===== src/verilog/mmu_pkg.sv =====
`default_nettype none

package mmu_pkg;

   localparam int va_bits = 64;
   localparam int pa_bits = 56;
   localparam int pte_bits = 64;
   localparam int vpn_bits = 9;
   localparam int page_offset_bits = 12;

   localparam int tlb_index_bits = 6;
   localparam int tlb_entries = 64;

   // va bits above the 39 that get translated
   localparam int va_upper_bits = va_bits - 3 * vpn_bits - page_offset_bits;
   localparam int tlb_tag_bits = va_bits - tlb_index_bits - page_offset_bits;

   localparam int pte_valid_bit = 0;
   localparam int pte_read_bit = 1;
   localparam int pte_write_bit = 2;
   localparam int pte_exec_bit = 3;
   localparam int pte_user_bit = 4;
   localparam int pte_accessed_bit = 6;
   localparam int pte_dirty_bit = 7;

   localparam int ppn_lsb = 10;
   localparam int ppn_msb = 53;
   localparam int ppn_bits = ppn_msb - ppn_lsb + 1;

   // page size, also the level the leaf was found at
   localparam logic [1:0] level_giga = 2'd0;
   localparam logic [1:0] level_mega = 2'd1;
   localparam logic [1:0] level_kilo = 2'd2;

   typedef union packed {
      struct packed {
         logic [va_upper_bits-1:0]    upper;
         logic [vpn_bits-1:0]         vpn2;
         logic [vpn_bits-1:0]         vpn1;
         logic [vpn_bits-1:0]         vpn0;
         logic [page_offset_bits-1:0] offset;
      } walk_view;
      struct packed {
         logic [tlb_tag_bits-1:0]     tag;
         logic [tlb_index_bits-1:0]   index;
         logic [page_offset_bits-1:0] offset;
      } cache_view;
   } va_t;

endpackage

`default_nettype wire


===== src/verilog/mmu_walk_if.sv =====
`timescale 1ns/10ps
`default_nettype none

interface mmu_walk_if;
   import mmu_pkg::*;

   logic                start;     // one cycle
   va_t                 va;        // held through the walk
   logic                done;
   logic                fault;
   logic [pte_bits-1:0] leaf_pte;
   logic [1:0]          level;
   logic                busy;      // stays up while marking

   modport sequencer
   (
      output start,
      output va,
      input  done,
      input  fault,
      input  leaf_pte,
      input  level,
      input  busy
   );

   modport walker
   (
      input  start,
      input  va,
      output done,
      output fault,
      output leaf_pte,
      output level,
      output busy
   );

endinterface

`default_nettype wire


===== src/verilog/page_table_walker.sv =====
`timescale 1ns/10ps
`default_nettype none

module page_table_walker
(
   input  logic                         clk,
   input  logic                         reset,
   input  logic [mmu_pkg::va_bits-1:0]  page_table_root,
   mmu_walk_if.walker                   walk,
   output logic                         mem_req_valid,
   output logic [mmu_pkg::pa_bits-1:0]  mem_req_addr,
   input  logic                         mem_rsp_valid,
   input  logic [mmu_pkg::pte_bits-1:0] mem_rsp_data,
   output logic                         mem_mark_valid,
   output logic [mmu_pkg::pa_bits-1:0]  mem_mark_addr,
   input  logic                         mem_mark_rsp_valid
);
   import mmu_pkg::*;

   logic                r_req;
   logic                r_wait;   // read outstanding
   logic                r_done;
   logic                r_mark;
   logic                r_fault;
   logic [pa_bits-1:0]  r_addr;
   logic [pte_bits-1:0] r_pte;
   logic [1:0]          r_lvl;

   logic                leaf;
   logic                bad;
   logic [1:0]          next_lvl;
   logic [vpn_bits-1:0] next_vpn;
   logic [pa_bits-1:0]  root_addr;

   assign leaf = mem_rsp_data[pte_read_bit] | mem_rsp_data[pte_write_bit]
               | mem_rsp_data[pte_exec_bit];

   // invalid entry, or a pointer where only a leaf may be
   assign bad = ~mem_rsp_data[pte_valid_bit] | (~leaf & (r_lvl == level_kilo));

   assign next_lvl = (r_lvl == level_giga) ? level_mega : level_kilo;
   assign next_vpn = (r_lvl == level_giga) ? walk.va.walk_view.vpn1 : walk.va.walk_view.vpn0;

   assign root_addr = page_table_root[pa_bits-1:0]
                    + {{(pa_bits - vpn_bits - 3){1'b0}}, walk.va.walk_view.vpn2, 3'b000};

   always_ff @(posedge clk)
   begin
      if (reset)
      begin
         r_req <= 1'b0;
         r_wait <= 1'b0;
         r_done <= 1'b0;
         r_mark <= 1'b0;
      end
      else
      begin
         r_req <= 1'b0;
         r_done <= 1'b0;
         if (walk.start)
         begin
            r_req <= 1'b1;
            r_wait <= 1'b1;
         end
         else if (r_wait & mem_rsp_valid)
         begin
            if (bad | leaf)
            begin
               r_wait <= 1'b0;
               r_done <= 1'b1;
            end
            else
               r_req <= 1'b1;   // descend
         end

         if (r_done & ~r_fault & ~r_pte[pte_accessed_bit])
            r_mark <= 1'b1;
         else if (mem_mark_rsp_valid)
            r_mark <= 1'b0;
      end
   end

   always_ff @(posedge clk)
   begin
      if (walk.start)
      begin
         r_addr <= root_addr;
         r_lvl <= level_giga;
      end
      else if (r_wait & mem_rsp_valid)
      begin
         r_pte <= mem_rsp_data;
         r_fault <= bad;
         if (~bad & ~leaf)
         begin
            // next table is page aligned so the index just concatenates
            r_addr <= {mem_rsp_data[ppn_msb:ppn_lsb], next_vpn, 3'b000};
            r_lvl <= next_lvl;
         end
      end
   end

   assign mem_req_valid = r_req;
   assign mem_req_addr = r_addr;

   // r_addr still points at the leaf pte after the last read
   assign mem_mark_valid = r_mark;
   assign mem_mark_addr = r_addr;

   assign walk.done = r_done;
   assign walk.fault = r_fault;
   assign walk.leaf_pte = r_pte;
   assign walk.level = r_lvl;
   assign walk.busy = r_wait | r_done | r_mark;

endmodule

`default_nettype wire


===== src/flat_wrapper.sv =====
// flat-port wrapper written by rule: the top's interface ports become plain ports
module page_table_walker_flat import mmu_pkg::*;
  (clk, reset, page_table_root, mem_req_valid, mem_req_addr, mem_rsp_valid, mem_rsp_data, mem_mark_valid, mem_mark_addr, mem_mark_rsp_valid, walk_start, walk_va, walk_done, walk_fault, walk_leaf_pte, walk_level, walk_busy);
  mmu_walk_if walk_i ();
  input  logic clk;
  input  logic reset;
  input  logic [mmu_pkg::va_bits-1:0] page_table_root;
  output logic mem_req_valid;
  output logic [mmu_pkg::pa_bits-1:0] mem_req_addr;
  input  logic mem_rsp_valid;
  input  logic [mmu_pkg::pte_bits-1:0] mem_rsp_data;
  output logic mem_mark_valid;
  output logic [mmu_pkg::pa_bits-1:0] mem_mark_addr;
  input  logic mem_mark_rsp_valid;
  input wire logic [$bits(walk_i.start)-1:0] walk_start;
  input wire logic [$bits(walk_i.va)-1:0] walk_va;
  output wire logic [$bits(walk_i.done)-1:0] walk_done;
  output wire logic [$bits(walk_i.fault)-1:0] walk_fault;
  output wire logic [$bits(walk_i.leaf_pte)-1:0] walk_leaf_pte;
  output wire logic [$bits(walk_i.level)-1:0] walk_level;
  output wire logic [$bits(walk_i.busy)-1:0] walk_busy;
  assign walk_i.start = walk_start;
  assign walk_i.va = walk_va;
  assign walk_done = walk_i.done;
  assign walk_fault = walk_i.fault;
  assign walk_leaf_pte = walk_i.leaf_pte;
  assign walk_level = walk_i.level;
  assign walk_busy = walk_i.busy;
  page_table_walker u_core (.clk(clk), .reset(reset), .page_table_root(page_table_root), .walk(walk_i), .mem_req_valid(mem_req_valid), .mem_req_addr(mem_req_addr), .mem_rsp_valid(mem_rsp_valid), .mem_rsp_data(mem_rsp_data), .mem_mark_valid(mem_mark_valid), .mem_mark_addr(mem_mark_addr), .mem_mark_rsp_valid(mem_mark_rsp_valid));
endmodule

===== config.mk =====
export PLATFORM = sky130hd
export DESIGN_NAME = page_table_walker_flat
export DESIGN_NICKNAME = d
export VERILOG_FILES = /design/src/verilog/mmu_pkg.sv /design/src/verilog/mmu_walk_if.sv /design/src/verilog/page_table_walker.sv /design/src/flat_wrapper.sv
export SDC_FILE = /design/constraint.sdc
export NUM_CORES = 1
export LEC_CHECK = 0
export BUFFER_PORTS_ARGS = -buffer_cell sky130_fd_sc_hd__buf_2
export CAP_MARGIN = 25
export CORE_AREA = 2 2 148 150
export CTS_CLUSTER_DIAMETER = 120
export DETAILED_ROUTE_END_ITERATION = 10
export DIE_AREA = 0 0 150 152
export GPL_TIMING_DRIVEN = 0
export SLEW_MARGIN = 5
export SYNTH_ARGS = -nofsm -noshare
export SYNTH_HDL_FRONTEND = slang
export SYNTH_SLANG_ARGS = --single-unit
export TNS_END_PERCENT = 20

===== constraint.sdc =====
create_clock -name clk -period 4.15 [get_ports clk]
set_input_delay 0.415 -clock clk [delete_from_list [all_inputs] [get_ports clk]]
set_output_delay 0.415 -clock clk [all_outputs]
set_load 0.005 [all_outputs]

Yosys cells after proc, flatten, opt, wreduce, memory -nomap -nowiden --
Index checks and enable logic that the tools add are counted. Widths: inputs -> output; s select.
Storage, ports and cells: register bits 127, input port bits 197, output and inout port bits 183
Operators by class: add/sub/neg operators 1, equal/unequal tests 1, muxes and demuxes 14, bitwise operators 18, reduce and logical (&&, ||, !) cells 10
Operators with widths (number):
- $mux 56 | 3
- $add 56x12->56 | 1
- $mux 1 | 9
- $mux 9 | 1
- $reduce_and 2->1 | 4
- $reduce_bool 2->1 | 4
- $not 1->1 | 7
- $or 1x1->1 | 6
- $and 1x1->1 | 5
- $reduce_or 3->1 | 1
- $eq 2x2->1 const B | 1
- $logic_not 2->1 | 1
- $mux 2 | 1

Depth between registers and ports, before layout --
depth after elaboration 10, depth in mapped cells 10

Worst setup path after synthesis --
No wires, ideal clock.
path type input-to-reg, from input port walk_start, to register u_core.r_fault (netlist: u_core.walk.fault), enable pin, library setup time 0.488 ns, arrival time 3.734 ns, required time 3.662 ns, setup slack -0.072 ns, stages on the path 4, buffers on the path 3, cells stage by stage clkbuf_1 clkbuf_1 clkbuf_1 nor2_1
On the way: longest elaborated chain between the ends 2
Ends and longest elaborated chain:
- start, declared | RTL line flat_wrapper.sv:15 | input wire logic [$bits(walk_i.start)-1:0] walk_start;
- $not 1->1 (no source line)
- $reduce_and 2->1 (no source line)
- end signal, assigned | RTL line page_table_walker.sv:93 | r_fault <= bad;
- end, declared | RTL line page_table_walker.sv:24 | logic r_fault;
No other way between the ends. A chain may end at the register's enable or synchronous reset.

Final worst setup path --
from input port walk_va[30], to register u_core.r_addr[47] (netlist: u_core.mem_mark_addr[47]), data pin
On the way: longest elaborated chain between the ends 2
Ends and longest elaborated chain:
- start, declared | RTL line flat_wrapper.sv:16 | input wire logic [$bits(walk_i.va)-1:0] walk_va;
- $add 56x12->56 | RTL line page_table_walker.sv:45 | + {{(pa_bits - vpn_bits - 3){1'b0}}, walk.va.walk_view.vpn2, 3'b000};
- $mux 56 | RTL line page_table_walker.sv:85 | if (walk.start)
- end signal, assigned | RTL line page_table_walker.sv:87 | r_addr <= root_addr;
- end signal, assigned | RTL line page_table_walker.sv:97 | r_addr <= {mem_rsp_data[ppn_msb:ppn_lsb], next_vpn, 3'b000};
- end, declared | RTL line page_table_walker.sv:25 | logic [pa_bits-1:0] r_addr;
No other way between the ends.

==> reports/qor.yml <==
routing:
  drc: 0
  wirelength_mm: 21.7
  ant_nets: 0
  wire_per_inst_um: 18.1
  dr.pass1.iters: 4
  drt_iter0_markers: 328
  via_per_inst: 4.64
  dr_total_vias: 5555
cells_and_area:
  multiInputGateArea_um2: 2280
  fill_cells: 2098
  final_common_cell: "buf_2"
  layout.nets: 1110
  seq_area_um2: 3750
  finalCoreUtilization_pct: 43.2
  final_cell_mix: "buf_2 (337), edfxtp_1 (121), nor2_1 (57), buf_4 (57), a21oi_1 (48)"
  fin_area_um2: 9230
  areaGrowthSynthToFinish_pct: 40.4
  layout-drive-gt1-share_pct: 50.4
synthesis:
  synth_top_family_by_area: "compound AO/OA/AOI/OAI gates"
  synth-compound-area-share_pct: 13.3
  synth-simple-area-share_pct: 12.2
  yosys-top-cells-area: "edfxtp_1 (55%), buf_4 (6.5%), a21oi_1 (3.7%)"
  synth.avg_cell_area_um2: 12.0
  ys_seq_area_share_pct: 57.1
  synth_top_cell_by_area: "edfxtp_1"
  yosys_warnings: 0
  netlist_instances: 549
  ys_seq_elements: 127
  synthAdderAreaFrac_pct: 2.02
  synth_edf_count: 121
  yosys_most_used_dff: "edfxtp_1"
  synth.distinct_cells: 56
  synth_xor_area_share_pct: 5.60
  mappedNetlistArea_um2: 6570
  syn_nets: 756
  synth_top_area_share_pct: 55.3
  synthArstFlopShare_pct: 0
  muxShareOfSynthArea_pct: 1.39
min_path:
  hold_path_class: "input port to flip-flop"
die:
  start_util_pct: 30.8
  dieArea_um2: 22800
  die_h_um: 152
  die_x_um: 150
  core_um2: 21400
  row_count: 54
  io_pins: 380
clock_tree:
  cts_tree: "built"
  clockRootBuffer: "clkbuf_16"
  cts_repair_resize_count: 0
  htree_levels: 4
  cts_setup_buffers: 0
  clkLatencyLatePin_ns: 0.41
  cts-buffers-inserted: 17
  clock-sinks: 127
  cts.path.max_buffers: 2
  cts.clk_slew.worst_paths_ns: 0.06
  cts_hold_buf: 0
setup_path:
  crit_slowest_cell: "a21boi_4"
  path_cells: "buf_2 > ha_1 > inv_1 > fa_1 > and2b_1 > o2111ai_1 > a21boi_4 > buf_2 > o2111ai_1 > xor2_1 > a21oi_1"
  crit_arrival_ns: 2.98
  cp-start-kind: "input port"
  path_max_fanout: 10
  path_buf_inv: 3
  path_class: "input port to flip-flop"
  slowest_delay_ns: 0.46
  cp_data_required_time_ns: 4.30
  critPathTopFamily: "compound AO/OA/AOI/OAI gates"
  worst_setup_path_end_kind: "flip-flop"
global_routing:
  antenna_found_initial: 2
  grt_pass1_vias: 5416
  grt_max_degree: 58
  overflow: 0
  grtUsageTotal_pct: 18.7
  grt_pass1_wl_mm: 31.7
placement:
  placed_cell_area_um2: 8650
  port_buffers: 333
  globalplace.congestion: 0.804
  dp_hpwl_mm: 16.9
timing:
  timing.fmax_mhz: 353
  finClkSkew_ns: 0.00558
  tightest_slew_ns: 0.855
  period_needed_ns: 2.83
  relSlewSlack_pct: 43.0
  fin_crit_sh_pct: 68.3
  finalSetupViolCount: 0
  final_max_slew_viol_count: 0
  rsz0062_at_grt: "no"
  holdWs_ns: 0.173
  hold_violations: 0
outcome:
  status: "finished, final reports clean"
power_and_ir_drop:
  p_per_area_nw_per_um2: 373
  peakVddDrop_mv: 0.249
  leakage_nw: 3.83
job:
  cap_violations: 0
stage by stage:
stage          total power, W  setup TNS, ns  setup slack (ns)  cells
2_1_floorplan         0.00176              0              1.02    549
3_3_place_gp          0.00201         -23.04            -0.365   1162
3_5_place_dp          0.00201              0             0.880   1164
4_1_cts               0.00349              0              1.33   1196
5_1_grt               0.00359              0              1.16   1198
6_report              0.00344              0              1.32   1198
where the power goes:
| part | internal [W] | leakage [nW] | switching, W | total (W) |
|---|---|---|---|---|
| registers | 0.00148 | 1.18 | 0.0000284 | 0.00151 |
| clock network | 0.000843 | 0.283 | 0.000616 | 0.00146 |
| logic | 0.000229 | 2.37 | 0.000249 | 0.000478 |
sequential cells by signal, indices dropped and copies added, names as in the netlist:
signal	cells
u_core.mem_mark_valid	1
u_core.mem_req_valid	1
u_core.r_wait	1
u_core.walk.done	1
u_core.walk.fault	1
u_core.walk.leaf_pte	64
u_core.mem_mark_addr	56
u_core.walk.level	2
kinds of logic (layout without fill, tap and decap cells):
group	after synthesis	count (layout)
compound gates	119	119
xor+xnor	42	42
fa+ha+maj	10	10
buf+inv	86	453
flops	127	127
mux	9	9
other cells	0	2
simple gates	156	156
cell type report:
| class | instances | share of cell area [%] |
|---|---|---|
| inverter | 8 | 0.325 |
| clock inverter | 15 | 1.65 |
| sequential | 127 | 40.7 |
| clock buffer | 17 | 4.61 |
| tap | 280 | 3.80 |
| timing repair buffer | 335 | 18.6 |
| buffer | 78 | 5.63 |
| multi-input combinational | 336 | 24.7 |
| antenna | 2 | 0.0542 |
cell usage after synthesis (all sizes together), types with 9 or more instances:
master / count
ha: 9
a21oi: 48
xnor2: 25
o21ai: 15
a2111oi: 11
nand3: 14
clkbuf: 14
xor2: 17
o2111ai: 12
and3: 10
edfxtp: 121
buf: 64
nand2: 24
a211oi: 10
nand4: 9
nor2: 61
routing by layer:
| metal | up-vias | GRT usage, % | share of wire [%] |
|---|---|---|---|
| met4 | 0 | 6.51 | 2.2 |
| met1 | 2606 | 23.8 | 43 |
| li1 | 2705 | - | - |
| met5 | - | 0 | 0 |
| met3 | 29 | 4.98 | 6.4 |
| met2 | 215 | 30.6 | 49 |
path summary, 6_finish.rpt:
| kind | from | end | slack (ns) | cells after the start |
|---|---|---|---|---|
| min reg2reg | u_core.r_wait$_SDFFE_PP0P_ | u_core.r_wait$_SDFFE_PP0P_ | 0.53 | 2 |
| max | walk_va[30] | u_core.mem_mark_addr[47]$_DFFE_PP_ | 1.32 | 11 |
| min | mem_rsp_data[55] | u_core.walk.leaf_pte[55]$_DFFE_PP_ | 0.17 | 1 |
| max reg2reg | u_core.walk.level[0]$_SDFFE_PP0P_ | u_core.mem_mark_addr[30]$_DFFE_PP_ | 1.67 | 5 |
Note: power is estimated with default switching activity, not from simulation.
