`src/verilog/mmu_pkg.sv`:
```
`default_nettype none

package mmu_pkg;

   localparam int va_bits = 64;
   localparam int pa_bits = 56;
   localparam int pte_bits = 64;
   localparam int vpn_bits = 9;
   localparam int page_offset_bits = 12;

   localparam int tlb_index_bits = 6;
   localparam int tlb_entries = 64;

   // va bits above the 39 that get translated
   localparam int va_upper_bits = va_bits - 3 * vpn_bits - page_offset_bits;
   localparam int tlb_tag_bits = va_bits - tlb_index_bits - page_offset_bits;

   localparam int pte_valid_bit = 0;
   localparam int pte_read_bit = 1;
   localparam int pte_write_bit = 2;
   localparam int pte_exec_bit = 3;
   localparam int pte_user_bit = 4;
   localparam int pte_accessed_bit = 6;
   localparam int pte_dirty_bit = 7;

   localparam int ppn_lsb = 10;
   localparam int ppn_msb = 53;
   localparam int ppn_bits = ppn_msb - ppn_lsb + 1;

   // page size, also the level the leaf was found at
   localparam logic [1:0] level_giga = 2'd0;
   localparam logic [1:0] level_mega = 2'd1;
   localparam logic [1:0] level_kilo = 2'd2;

   typedef union packed {
      struct packed {
         logic [va_upper_bits-1:0]    upper;
         logic [vpn_bits-1:0]         vpn2;
         logic [vpn_bits-1:0]         vpn1;
         logic [vpn_bits-1:0]         vpn0;
         logic [page_offset_bits-1:0] offset;
      } walk_view;
      struct packed {
         logic [tlb_tag_bits-1:0]     tag;
         logic [tlb_index_bits-1:0]   index;
         logic [page_offset_bits-1:0] offset;
      } cache_view;
   } va_t;

endpackage

`default_nettype wire

```
`src/verilog/mmu_walk_if.sv`:
```
`timescale 1ns/10ps
`default_nettype none

interface mmu_walk_if;
   import mmu_pkg::*;

   logic                start;     // one cycle
   va_t                 va;        // held through the walk
   logic                done;
   logic                fault;
   logic [pte_bits-1:0] leaf_pte;
   logic [1:0]          level;
   logic                busy;      // stays up while marking

   modport sequencer
   (
      output start,
      output va,
      input  done,
      input  fault,
      input  leaf_pte,
      input  level,
      input  busy
   );

   modport walker
   (
      input  start,
      input  va,
      output done,
      output fault,
      output leaf_pte,
      output level,
      output busy
   );

endinterface

`default_nettype wire

```
`src/verilog/mmu_cache_if.sv`:
```
`timescale 1ns/10ps
`default_nettype none

interface mmu_cache_if;
   import mmu_pkg::*;

   va_t                 lookup_va;
   logic                hit;       // cycle after lookup_va
   logic [pte_bits-1:0] hit_pte;
   logic                fill;
   va_t                 fill_va;
   logic [pte_bits-1:0] fill_pte;

   modport sequencer
   (
      output lookup_va,
      input  hit,
      input  hit_pte,
      output fill,
      output fill_va,
      output fill_pte
   );

   modport cache
   (
      input  lookup_va,
      output hit,
      output hit_pte,
      input  fill,
      input  fill_va,
      input  fill_pte
   );

endinterface

`default_nettype wire

```
`src/verilog/translation_sequencer.sv`:
```
`timescale 1ns/10ps
`default_nettype none

module translation_sequencer
(
   input  logic                        clk,
   input  logic                        reset,
   input  logic                        l1i_req,
   input  logic                        l1d_req,
   input  logic [mmu_pkg::va_bits-1:0] l1i_va,
   input  logic [mmu_pkg::va_bits-1:0] l1d_va,
   output logic                        l1i_gnt,
   output logic                        l1d_gnt,
   output logic                        l1i_rsp_valid,
   output logic                        l1d_rsp_valid,
   output logic [mmu_pkg::pa_bits-1:0] rsp_paddr,
   output logic                        rsp_fault,
   output logic                        rsp_dirty,
   output logic                        rsp_readable,
   output logic                        rsp_writable,
   output logic                        rsp_executable,
   output logic                        rsp_user,
   output logic [1:0]                  rsp_pgsize,
   mmu_walk_if.sequencer               walk,
   mmu_cache_if.sequencer              cache
);
   import mmu_pkg::*;

   logic                r_pend_i;
   logic                r_pend_d;
   logic                r_check;    // grant cycle, cache result valid
   logic                r_walking;
   logic                r_start;
   logic                r_side_i;
   va_t                 r_va;

   logic                req_i;
   logic                req_d;
   logic                idle;
   logic                accept_i;
   logic                accept_d;
   logic                canonical;
   logic                miss;
   va_t                 sel_va;

   logic                respond;
   logic                sel_fault;
   logic [pte_bits-1:0] sel_pte;
   logic [1:0]          sel_level;
   logic [ppn_bits-1:0] ppn;
   logic [pa_bits-1:0]  paddr;

   assign req_i = r_pend_i | l1i_req;
   assign req_d = r_pend_d | l1d_req;
   assign idle = ~r_check & ~r_walking;
   assign accept_i = idle & ~walk.busy & req_i;
   assign accept_d = idle & ~walk.busy & ~req_i & req_d;   // iside first

   assign sel_va = req_i ? l1i_va : l1d_va;
   assign cache.lookup_va = sel_va;

   // bits 63..38 all equal
   assign canonical = (&{r_va.walk_view.upper, r_va.walk_view.vpn2[vpn_bits-1]})
                    | ~(|{r_va.walk_view.upper, r_va.walk_view.vpn2[vpn_bits-1]});
   assign miss = r_check & canonical & ~cache.hit;

   always_comb
   begin
      respond = 1'b0;
      sel_fault = 1'b0;
      sel_pte = cache.hit_pte;
      sel_level = level_kilo;   // only 4k pages get cached
      if (r_check)
      begin
         if (!canonical)
         begin
            respond = 1'b1;
            sel_fault = 1'b1;
         end
         else if (cache.hit)
            respond = 1'b1;
      end
      else if (r_walking & walk.done)
      begin
         respond = 1'b1;
         sel_pte = walk.leaf_pte;
         sel_level = walk.level;
         sel_fault = walk.fault;
      end
   end

   assign ppn = sel_pte[ppn_msb:ppn_lsb];

   always_comb
   begin
      case (sel_level)
         level_giga:
            paddr = {ppn[ppn_bits-1:2*vpn_bits], r_va.walk_view.vpn1,
                     r_va.walk_view.vpn0, r_va.walk_view.offset};
         level_mega:
            paddr = {ppn[ppn_bits-1:vpn_bits], r_va.walk_view.vpn0, r_va.walk_view.offset};
         default:
            paddr = {ppn, r_va.walk_view.offset};
      endcase
   end

   always_ff @(posedge clk)
   begin
      if (reset)
      begin
         r_pend_i <= 1'b0;
         r_pend_d <= 1'b0;
         r_check <= 1'b0;
         r_walking <= 1'b0;
         r_start <= 1'b0;
         l1i_gnt <= 1'b0;
         l1d_gnt <= 1'b0;
         l1i_rsp_valid <= 1'b0;
         l1d_rsp_valid <= 1'b0;
      end
      else
      begin
         r_pend_i <= req_i & ~accept_i;
         r_pend_d <= req_d & ~accept_d;
         l1i_gnt <= accept_i;
         l1d_gnt <= accept_d;
         r_check <= accept_i | accept_d;
         r_start <= miss;
         r_walking <= (r_walking & ~walk.done) | miss;
         l1i_rsp_valid <= respond & r_side_i;
         l1d_rsp_valid <= respond & ~r_side_i;
      end
   end

   always_ff @(posedge clk)
   begin
      if (accept_i | accept_d)
      begin
         r_va <= sel_va;
         r_side_i <= accept_i;
      end
   end

   // fields hold until the next response
   always_ff @(posedge clk)
   begin
      if (respond)
      begin
         rsp_paddr <= paddr;
         rsp_fault <= sel_fault;
         rsp_dirty <= sel_pte[pte_dirty_bit] & ~sel_fault;
         rsp_readable <= sel_pte[pte_read_bit] & ~sel_fault;
         rsp_writable <= sel_pte[pte_write_bit] & ~sel_fault;
         rsp_executable <= sel_pte[pte_exec_bit] & ~sel_fault;
         rsp_user <= sel_pte[pte_user_bit] & ~sel_fault;
         rsp_pgsize <= sel_level;
      end
   end

   assign walk.start = r_start;
   assign walk.va = r_va;

   assign cache.fill = r_walking & walk.done & ~walk.fault & (walk.level == level_kilo);
   assign cache.fill_va = r_va;
   assign cache.fill_pte = walk.leaf_pte;

endmodule

`default_nettype wire

```
`src/flat_wrapper.sv`:
```
// flat-port wrapper written by rule: the top's interface ports become plain ports
module translation_sequencer_flat import mmu_pkg::*;
  (clk, reset, l1i_req, l1d_req, l1i_va, l1d_va, l1i_gnt, l1d_gnt, l1i_rsp_valid, l1d_rsp_valid, rsp_paddr, rsp_fault, rsp_dirty, rsp_readable, rsp_writable, rsp_executable, rsp_user, rsp_pgsize, walk_start, walk_va, walk_done, walk_fault, walk_leaf_pte, walk_level, walk_busy, cache_lookup_va, cache_hit, cache_hit_pte, cache_fill, cache_fill_va, cache_fill_pte);
  mmu_walk_if walk_i ();
  mmu_cache_if cache_i ();
  input  logic clk;
  input  logic reset;
  input  logic l1i_req;
  input  logic l1d_req;
  input  logic [mmu_pkg::va_bits-1:0] l1i_va;
  input  logic [mmu_pkg::va_bits-1:0] l1d_va;
  output logic l1i_gnt;
  output logic l1d_gnt;
  output logic l1i_rsp_valid;
  output logic l1d_rsp_valid;
  output logic [mmu_pkg::pa_bits-1:0] rsp_paddr;
  output logic rsp_fault;
  output logic rsp_dirty;
  output logic rsp_readable;
  output logic rsp_writable;
  output logic rsp_executable;
  output logic rsp_user;
  output logic [1:0] rsp_pgsize;
  output wire logic [$bits(walk_i.start)-1:0] walk_start;
  output wire logic [$bits(walk_i.va)-1:0] walk_va;
  input wire logic [$bits(walk_i.done)-1:0] walk_done;
  input wire logic [$bits(walk_i.fault)-1:0] walk_fault;
  input wire logic [$bits(walk_i.leaf_pte)-1:0] walk_leaf_pte;
  input wire logic [$bits(walk_i.level)-1:0] walk_level;
  input wire logic [$bits(walk_i.busy)-1:0] walk_busy;
  output wire logic [$bits(cache_i.lookup_va)-1:0] cache_lookup_va;
  input wire logic [$bits(cache_i.hit)-1:0] cache_hit;
  input wire logic [$bits(cache_i.hit_pte)-1:0] cache_hit_pte;
  output wire logic [$bits(cache_i.fill)-1:0] cache_fill;
  output wire logic [$bits(cache_i.fill_va)-1:0] cache_fill_va;
  output wire logic [$bits(cache_i.fill_pte)-1:0] cache_fill_pte;
  assign walk_start = walk_i.start;
  assign walk_va = walk_i.va;
  assign walk_i.done = walk_done;
  assign walk_i.fault = walk_fault;
  assign walk_i.leaf_pte = walk_leaf_pte;
  assign walk_i.level = walk_level;
  assign walk_i.busy = walk_busy;
  assign cache_lookup_va = cache_i.lookup_va;
  assign cache_i.hit = cache_hit;
  assign cache_i.hit_pte = cache_hit_pte;
  assign cache_fill = cache_i.fill;
  assign cache_fill_va = cache_i.fill_va;
  assign cache_fill_pte = cache_i.fill_pte;
  translation_sequencer u_core (.clk(clk), .reset(reset), .l1i_req(l1i_req), .l1d_req(l1d_req), .l1i_va(l1i_va), .l1d_va(l1d_va), .l1i_gnt(l1i_gnt), .l1d_gnt(l1d_gnt), .l1i_rsp_valid(l1i_rsp_valid), .l1d_rsp_valid(l1d_rsp_valid), .rsp_paddr(rsp_paddr), .rsp_fault(rsp_fault), .rsp_dirty(rsp_dirty), .rsp_readable(rsp_readable), .rsp_writable(rsp_writable), .rsp_executable(rsp_executable), .rsp_user(rsp_user), .rsp_pgsize(rsp_pgsize), .walk(walk_i), .cache(cache_i));
endmodule
```
`config.mk`:
```
export PLATFORM = sky130hd
export DESIGN_NAME = translation_sequencer_flat
export DESIGN_NICKNAME = d
export VERILOG_FILES = /design/src/verilog/mmu_pkg.sv /design/src/verilog/mmu_walk_if.sv /design/src/verilog/mmu_cache_if.sv /design/src/verilog/translation_sequencer.sv /design/src/flat_wrapper.sv
export SDC_FILE = /design/constraint.sdc
export NUM_CORES = 1
export LEC_CHECK = 0
export ABC_AREA = 1
export BUFFER_PORTS_ARGS = -buffer_cell sky130_fd_sc_hd__buf_4
export CORE_AREA = 3 3 228 230
export DETAILED_ROUTE_END_ITERATION = 6
export DIE_AREA = 0 0 231 233
export GPL_TIMING_DRIVEN = 0
export PLACE_DENSITY = 0.4
export SLEW_MARGIN = 20
export SYNTH_ARGS = -nofsm -noshare
export SYNTH_HDL_FRONTEND = slang
export SYNTH_SLANG_ARGS = --single-unit
export TNS_END_PERCENT = 5
```
`constraint.sdc`:
```
create_clock -name clk -period 7.3 [get_ports clk]
set_clock_uncertainty 0.05 [all_clocks]
set_input_delay 2.19 -clock clk [delete_from_list [all_inputs] [get_ports clk]]
set_output_delay 2.19 -clock clk [all_outputs]
set_load 0.02 [all_outputs]
```
# ---- Yosys cells after proc, flatten, opt, wreduce, memory -nomap -nowiden
# Index checks and enable logic that the tools add are counted.
dict set report word_totals {
  register_bits 138
  input_bits 266
  wordCells 74
}
dict set report classes {
  eq_ne 2
  mux 13
  bitwise_logic 37
  reduce_logical 3
}
# op n
set op_table {}
lappend op_table {{$mux W54} 2}
lappend op_table {{$mux W64} 1}
lappend op_table {{$pmux W30 S2} 1}
lappend op_table {{$reduce_and A26 Y1} 1}
lappend op_table {{$reduce_or A26 Y1} 1}
lappend op_table {{$and A1 B1 Y1} 20}
lappend op_table {{$not A1 Y1} 12}
lappend op_table {{$mux W1} 7}
lappend op_table {{$or A1 B1 Y1} 5}
lappend op_table {{$mux W2} 2}
lappend op_table {{$eq A2 B1 Y1 const B} 1}
lappend op_table {{$eq A2 B2 Y1 const B} 1}
lappend op_table {{$logic_not A2 Y1} 1}

# ---- Longest topological paths before layout
# Gate-level depths: netlist of the first run.
dict set report depth {
  depth_word 7
  depth_mapped 10
  mapped_depth_nobuf 10
}

# ---- Least setup slack after synthesis of the first run
# OpenSTA, ideal clock, no wires.
dict set report synth_timing {
  path_type {input-to-reg}
  startpoint {input l1i_req}
  endpoint {register u_core.r_va, in the netlist u_core.cache.fill_va[0], enable pin}
  setup_ps 509
  t_arrival_ps 5734
  t_required_ps 6741
  path_slack_ps 1007
  stages 4
  n_path_buf 2
  cell_sequence {nor2_2 -> buf_4 -> buf_4 -> a21oi_1}
}
dict set report synth_between {
  elab_chain_len 5
  elab_cells_between_ends 6
}
# item line_no
set synth_lines {}
lappend synth_lines {{start: declaration} flat_wrapper.sv:8} ;# input logic l1i_req;
lappend synth_lines {{$or A1 B1 Y1 (*)} translation_sequencer.sv:53} ;# assign req_i = r_pend_i | l1i_req;
lappend synth_lines {{$not A1 Y1} translation_sequencer.sv:57} ;# assign accept_d = idle & ~walk.busy & ~req_i & req_d;
lappend synth_lines {{$and A1 B1 Y1 (2 in a row)} translation_sequencer.sv:57}
lappend synth_lines {{$or A1 B1 Y1 (*)} translation_sequencer.sv:137} ;# if (accept_i | accept_d)
lappend synth_lines {{end signal: assignment} translation_sequencer.sv:139} ;# r_va <= sel_va;
lappend synth_lines {{end: declaration} translation_sequencer.sv:35} ;# va_t r_va;
# Mark *: on every way between the ends. The rest lies on a longest branch, timed or not.
# A chain may end at the register's enable or synchronous reset.

# ---- Worst setup path after layout of the first run
dict set report layout_timing {
  startpoint {input l1i_req}
  endpoint {output cache_lookup_va[17]}
}
dict set report layout_between {
  elab_chain_len 2
}
# item line_no
set layout_lines {}
lappend layout_lines {{$or A1 B1 Y1} translation_sequencer.sv:53}
lappend layout_lines {{$mux W64} translation_sequencer.sv:59} ;# assign sel_va = req_i ? l1i_va : l1d_va;
lappend layout_lines {{end: declaration} flat_wrapper.sv:31} ;# output wire logic [$bits(cache_i.lookup_va)-1:0] cache_lookup_va;
# Every way passes these cells.

==> impl_metrics.toml, run 1 <==
[status]
status = "complete, no violations"

[critical_path]
critPathKind = "input port to output port"
slowest_stage = "buf_2"
path_cells = "buf_4, nor2_2, buf_2, mux2_2, buf_4"
crit_path_max_fanout = 10
endpoint_kind = "output port"
worst-endpoint-required_ps = 5060
timing.critical_path.mode_cell = "buf_4"
critPathArrivalTime_ps = 3790
crit_buf_inv = 3
worst_setup_path_start_kind = "input port"
crit_family = "buffers and inverters"
slowest_delay_ps = 480

[synthesis]
synth_commonest_cells = "144 x buf_4, 144 x nand2_1, 129 x edfxtp_1"
ys_warn_count = 0
yosysTopAreaCellShare = 0.5452
synth.largest_area_cell = "edfxtp_1"
synth-async-reset-ratio = 0
synth.area.top_cells = "edfxtp_1 55%, buf_4 15%, mux2_2 10%"
ys_seq_elements = 138
synth_edf_count = 129
synth_flop_cell = "edfxtp_1"
synth_cell_types = 25
synthCells = 638
yosysSeqAreaShare = 0.5705
synth_fp_nets = 904
syn-cell-area_um2 = 7106
syn_area_per_cell_um2 = 11.14

[flow_run]
maxCapViolCount = 0

[final_layout]
diodes = 0
fin_nets = 1487
fin_cells = 1905
utilization = 0.2558
area_growth_pct = 80.26
largest_register_ffs = 64
drive_gt1_frac = 0.6650

[power]
p_leak_uw = 0.005981
swShare = 0.2925
power_frac_seq = 0.391
pwr-share-clk = 0.336
powerDensity_nw_per_um2 = 195.2
internal-power_uw = 1769
ir_drop_mv = 0.1223
p_sw_uw = 731.2
combinationalPowerShare = 0.273

[grt]
grt-ovfl-total = 0
grt_use_total = 0.1175
grt_max_degree = 36
grt_pass1_wl_mm = 45.13
antenna_found_initial = 0
grt_pass1_vias = 6878

[detailed_routing]
drt-wirelength-per-cell_um = 17.19
post_drt_via_cell_ratio = 3.454
drt_iter0_drc = 260
wl_mm = 32.74
drc_errors = 0
num_vias = 6580
antenna_left = 0
dr.pass1.iters = 4

[sta]
tightestPinTransition_ps = 695.7
fin_crit_ps = 6025
rsz0062_at_grt = "no"
hold_viol_final = 0
setup_viol = 0
hold_ws_ps = 427.4
slew_viol_final = 0
setup_slack_ps = 1275
tns_ps = 0
timing.fmax_mhz = 166.0
slew_headroom = 0.5351
timing.final.crit_share = 0.8254

[placement]
io_buffer_count = 560
gp_congestion = 0.7735
dp_hpwl_mm = 27.31
placedCellCount = 1874
dp_slack_ps = 1178

[cts]
clockBufferDepth = 2
cts_setup_buffers = 0
htree_levels = 4
clk_pin_slew_ps = 60
clock_latency_ps = 460
clock_tree.root_cell = "clkbuf_16"
numCtsBuffers = 17
cts_resized = 0
cts_tree = "built"
clkSinkCount = 138
cts_hold_buf = 0

[floorplan]
rows = 82
ios = 592
die_h_um = 233
die_x_um = 231
die_area_um2 = 53820
coreArea_um2 = 50070
start_util = 0.1419

[min_path]
hold_path.class = "flip-flop to flip-flop"
-- worst register-to-register path, delay by kind of cell, from the launching register on --
family	cells	cell delay [ps]
AOI/OAI and AO/OA	1	570
buffers and inverters	3	600
and+or+nand+nor	1	370
DFF	1	420
-- worst paths after layout --
path	startpoint	to	slack [ps]	cells past startpoint
max	l1i_req	cache_lookup_va[17]	1270	5
min	u_core.cache.fill_va[7]	u_core.rsp_paddr[7]	430	0
max reg2reg	u_core.r_check	u_core.cache.fill_va[25]	4990	5
min reg2reg	u_core.cache.fill_va[7]	u_core.rsp_paddr[7]	430	0
-- cells by family (layout without fill, tap and decap cells) --
kind of cell | Yosys count | after routing | synth area share
simple gates | 239 | 239 | 0.1398
buf+inv | 187 | 782 | 0.1780
flops | 138 | 138 | 0.5705
mux | 64 | 64 | 0.1014
compound gates | 10 | 10 | 0.01021
-- layer usage --
metal / share of wire / wire length, um / track usage / up-vias
met5: 0 / 0 / 0 / -
met4: 0.016 / 524 / 0.04203 / 0
met3: 0.083 / 2714 / 0.04114 / 26
met2: 0.52 / 17000 / 0.2080 / 349
met1: 0.38 / 12500 / 0.1304 / 3042
li1: - / - / - / 3163
-- power by group through the flow --
stage	clock, uW	combinational [uW]	sequential, uW
6_report	839	683	978
5_1_grt	912	724	986
4_1_cts	888	696	981
3_5_place_dp	0	694	997
3_3_place_gp	0	681	1000
2_1_floorplan	0	280	1030
-- stage by stage --
stage	total power, uW	area, um^2
2_1_floorplan	1315	7106
3_3_place_gp	1686	12150
3_5_place_dp	1691	12270
4_1_cts	2565	12810
5_1_grt	2623	12810
6_report	2500	12810
-- area by class of cell --
| class | instances | area, um^2 |
|---|---|---|
| flip-flops and latches | 138 | 4054 |
| well taps | 672 | 840.8 |
| clock inverters | 11 | 105.1 |
| plain buffers | 161 | 1167 |
| fillers | 5464 | 37260 |
| inverters | 26 | 100.1 |
| multi-input cells | 313 | 1798 |
| clock buffers | 20 | 436.7 |
| repair buffers | 564 | 4307 |
-- placed cells by master (no fill, tap or decap) --
cell type / n
nand3_1: 31
mux2_2: 64
clkbuf_1: 7
inv_4: 1
nor3_2: 1
o31ai_1: 9
nand2_2: 2
buf_4: 704
clkbuf_16: 17
nor3_1: 3
nor2_8: 1
bufinv_16: 2
nor2_1: 49
clkinv_1: 4
or2_2: 2
inv_1: 24
buf_6: 1
inv_2: 1
dfxtp_1: 9
edfxtp_1: 129
buf_2: 12
and2_1: 1
a21oi_4: 1
nor2_4: 1
nand2_1: 144
clkinv_2: 3
nand4_1: 1
buf_12: 1
buf_16: 3
clkinvlp_4: 2
nand3b_1: 1
nor4_1: 1
nor2_2: 1
Power figures use the tool's default switching activity.
==> run 2: changes to the inputs <==
Settings changed: CORE_AREA 3 3 228 230 to 3 3 226 228, DIE_AREA 0 0 231 233 to 0 0 229 231, PLACE_DENSITY 0.4 to 0.41.
Clock period 7.3 ns to 5.4 ns, I/O delays scaled along.
==> impl_metrics.toml, run 2 (synthesized netlist as in run 1, its figures left out) <==
[detailed_routing]
antenna_left = 0
post_drt_via_cell_ratio = 3.470
drc_errors = 0
drt-wirelength-per-cell_um = 17.31
drt_iter0_drc = 208
num_vias = 6587
dr.pass1.iters = 4
wl_mm = 32.86

[grt]
grt-ovfl-total = 0
grt_pass1_vias = 6846
grt_max_degree = 41
grt_pass1_wl_mm = 46.14
antenna_found_initial = 1
grt_use_total = 0.1206

[cts]
clkSinkCount = 138
clockBufferDepth = 2
cts_setup_buffers = 0
cts_hold_buf = 0
numCtsBuffers = 17
cts_tree = "built"
clock_tree.root_cell = "clkbuf_16"
clk_pin_slew_ps = 50
cts_resized = 0
htree_levels = 4
clock_latency_ps = 460

[final_layout]
final_cell_mix = "704 x buf_4, 144 x nand2_1, 129 x edfxtp_1"
area_growth_pct = 80.98
layout.cells.most_common = "buf_4"
fin_nets = 1487
utilization = 0.2622
diodes = 0
drive_gt1_frac = 0.6677
fin_area_um2 = 12860
largest_register_ffs = 64

[critical_path]
critPathArrivalTime_ps = 3190
crit_start = "l1i_req"
worst-endpoint-required_ps = 3730
critPathKind = "input port to output port"
worstSetupEndpoint = "cache_lookup_va[21]"
r2r_cells = 5
r2r_start = "u_core.r_check"
timing.critical_path.mode_cell = "buf_4"
rrSetupSlack_ps = 3050
cp.depth = 5
path_cells = "buf_4, nor2_2, buf_2, mux2_2, buf_4"
slowest_stage = "buf_2"
slowest_delay_ps = 490
crit_family = "buffers and inverters"
crit_buf_inv = 3
rr_endpoint = "u_core.cache.fill_va[7]"
endpoint_kind = "output port"
crit_path_max_fanout = 10
worst_setup_path_start_kind = "input port"

[sta]
tightestPinTransition_ps = 728.1
hold_ws_ps = 430.5
rsz0062_at_grt = "no"
timing.fmax_mhz = 205.9
setup_viol = 0
tns_ps = 0
fin_crit_ps = 4857
slew_viol_final = 0
timing.final.crit_share = 0.8995
slew_headroom = 0.5135
hold_viol_final = 0

[power]
powerDensity_nw_per_um2 = 271.1
p_leak_uw = 0.006012
pwr-share-clk = 0.357
internal-power_uw = 2488
p_sw_uw = 998.4
swShare = 0.2863
finalPower_uw = 3487
power_frac_seq = 0.378
ir_drop_mv = 0.1664
combinationalPowerShare = 0.265

[floorplan]
coreArea_um2 = 49050
start_util = 0.1449
die_h_um = 231
ios = 592
die_area_um2 = 52900
rows = 81
die_x_um = 229

[placement]
dpl_cell_area_um2 = 12250
io_buffer_count = 560
gp_congestion = 0.7964
dp_hpwl_mm = 27.52

[status]
status = "complete, no violations"

[flow_run]
maxCapViolCount = 0

[min_path]
hold_path.class = "flip-flop to flip-flop"
-- run 2: changes by cell type in the layout (fill, tap and decap cells not counted) --
cell       before  now
clkinv_1        4    3
buf_8           0    1
clkinv_4        0    2
clkbuf_1        7    5
buf_12          1    0
bufinv_16       2    4
-- run 2: power by group through the flow --
| stage | sequential, uW | clock [uW] | combinational (uW) |
|---|---|---|---|
| after floorplan | 1400 | 0 | 378 |
| after global placement | 1350 | 0 | 924 |
| after detailed placement | 1340 | 0 | 940 |
| after CTS | 1320 | 1300 | 942 |
| after global routing | 1330 | 1330 | 980 |
| final | 1320 | 1240 | 924 |
-- run 2: layer usage --
layer / GRT usage / part of all wire / vias up
met5: 0 / 0.00040 / -
met4: 0.04333 / 0.017 / 2
met3: 0.04430 / 0.079 / 33
met2: 0.2184 / 0.53 / 344
met1: 0.1285 / 0.38 / 3034
li1: - / - / 3174
-- run 2: layout make-up --
class / count / area (um^2)
tap: 664 / 830.8
clock inverter: 14 / 178.9
inverter: 26 / 100.1
sequential: 138 / 4054
multi-input combinational: 313 / 1798
buffer: 161 / 1167
clock buffer: 18 / 429.2
timing repair buffer: 564 / 4302
fill: 5295 / 36190
-- run 2: through the flow --
| stage | worst slack [ps] | cells |
|---|---|---|
| 2_1_floorplan | 988.2 | 638 |
| 3_3_place_gp | -631.7 | 1862 |
| 3_5_place_dp | 437.2 | 1866 |
| 4_1_cts | 435.9 | 1898 |
| 5_1_grt | 424.5 | 1898 |
| 6_report | 542.5 | 1898 |
-- run 2: how the worst min path moves through the flow --
| stage | startpoint | endpoint | slack (ps) | cells past startpoint |
|---|---|---|---|---|
| after detailed placement | u_core.cache.fill_va[5] | u_core.rsp_paddr[5] | 420 | 0 |
| after CTS | u_core.cache.fill_va[5] | u_core.rsp_paddr[5] | 430 | 0 |
| after global routing | u_core.cache.fill_va[6] | u_core.rsp_paddr[6] | 450 | 0 |
| after global placement | u_core.cache.fill_va[6] | u_core.rsp_paddr[6] | 410 | 0 |
| after floorplan | u_core.cache.fill_va[0] | u_core.rsp_paddr[0] | 400 | 0 |
| final | u_core.cache.fill_va[6] | u_core.rsp_paddr[6] | 430 | 0 |
-- run 2: worst reg2reg max path: stages, from the launching register on --
cell and delay (ps):
dfxtp_1 410, nor3_1 380, inv_1 170, a21oi_4 590, buf_16 250, buf_8 200
==> run 3: changes to the inputs <==
--- a/constraint.sdc
+++ b/constraint.sdc
@@ -4,2 +4,2 @@
 set_output_delay 1.62 -clock clk [all_outputs]
-set_load 0.02 [all_outputs]
+set_load 0.1 [all_outputs]
==> impl_metrics.toml, run 3 (synthesized netlist as in run 1, its figures left out) <==
[cts]
htree_levels = 4
cts_setup_buffers = 0
clk_pin_slew_ps = 60
cts_hold_buf = 0
numCtsBuffers = 17
clockBufferDepth = 2
clock_latency_ps = 470
clock_tree.root_cell = "clkbuf_16"
cts_resized = 0
cts_tree = "built"
clkSinkCount = 138

[detailed_routing]
drt-wirelength-per-cell_um = 17.63
post_drt_via_cell_ratio = 3.493
antenna_left = 0
wl_mm = 33.45
num_vias = 6626
drt_iter0_drc = 218
drc_errors = 0
dr.pass1.iters = 4

[final_layout]
layout.cells.most_common = "buf_4"
fin_cells = 1897
final_cell_mix = "704 x buf_4, 144 x nand2_1, 129 x edfxtp_1"
diodes = 0
area_growth_pct = 81.26
drive_gt1_frac = 0.6691
fin_nets = 1487
fill_cells = 5282
largest_register_ffs = 64

[sta]
setup_viol = 0
hold_viol_final = 0
fin_crit_ps = 4866
tns_ps = 0
hold_ws_ps = 427.6
tightestPinTransition_ps = 647.7
slew_headroom = 0.5682
setup_slack_ps = 534.3
rsz0062_at_grt = "no"
slew_viol_final = 0
timing.final.crit_share = 0.9011
timing.fmax_mhz = 205.5

[floorplan]
die_x_um = 229
die_area_um2 = 52900
ios = 592
rows = 81
die_h_um = 231
coreArea_um2 = 49050
start_util = 0.1449

[critical_path]
worst-endpoint-required_ps = 3730
endpoint_kind = "output port"
crit_path_max_fanout = 10
worst_setup_path_start_kind = "input port"
critPathArrivalTime_ps = 3200
critPathKind = "input port to output port"

[flow_run]
maxCapViolCount = 0

[placement]
gp_congestion = 0.7947
dp_hpwl_mm = 27.86
io_buffer_count = 560
dp_slack_ps = 423.2
placedCellCount = 1866

[status]
status = "complete, no violations"

[grt]
antenna_found_initial = 1
grt-ovfl-total = 0
grt_use_total = 0.1230
grt_max_degree = 39
grt_pass1_wl_mm = 46.51
grt_pass1_vias = 6890

[min_path]
hold_path.class = "flip-flop to flip-flop"

[power]
p_leak_uw = 0.006019
powerDensity_nw_per_um2 = 352.5
ir_drop_mv = 0.1909
## run 3: cell count changes in the layout (fill, tap and decap cells not counted)
cell,delta
clkinv_1,-3
clkbuf_1,+2
clkinv_4,+2
buf_16,+1
buf_8,-1
clkinv_2,-1
clkinvlp_4,-1
nor4_1,-1
nor4_2,+1
## run 3: path summary, 6_finish.rpt
kind,startpoint,to,slack (ps),cells past startpoint
hold reg to reg,u_core.cache.fill_va[8],u_core.rsp_paddr[8],430,0
hold / removal,u_core.cache.fill_va[8],u_core.rsp_paddr[8],430,0
setup / recovery,l1i_req,cache_lookup_va[19],530,5
setup reg to reg,u_core.r_check,u_core.cache.fill_va[16],3110,5
## run 3: report_power, final
| group | internal (uW) | switching [uW] | total (uW) | leakage (uW) |
|---|---|---|---|---|
| sequential | 1260 | 58.4 | 1320 | 0.00128 |
| clock | 769 | 492 | 1260 | 0.000294 |
| combinational | 469 | 1490 | 1960 | 0.00444 |
| total | 2500 | 2040 | 4540 | 0.00602 |
## run 3: area by class of cell
class	count	area, um^2	share of cell area
tap	664	830.8	0.06450
multi-input combinational	313	1804	0.1401
clock inverter	11	172.7	0.01341
buffer	161	1167	0.09064
clock buffer	20	436.7	0.03390
inverter	26	100.1	0.007771
sequential	138	4054	0.3147
timing repair buffer	564	4314	0.3350
## run 3: per-stage QoR
step                        util  power (uW)  instance area (um^2)
final                     0.2626        4540                 12880
after global routing      0.2626        4706                 12880
after CTS                 0.2626        4628                 12880
after detailed placement  0.2502        3319                 12270
after global placement    0.2477        3307                 12150
after floorplan                -        2807                  7116
## run 3: per-layer routing
layer	global-route usage	wire, um
met5	0	0
met4	0.04784	699
met3	0.04479	2692
met2	0.2217	17610
met1	0.1309	12450
## run 3: worst max-delay path, cell delays in order
cell and delay (ps):
buf_4 110, nor2_2 260, buf_2 490, mux2_2 450
buf_4 250
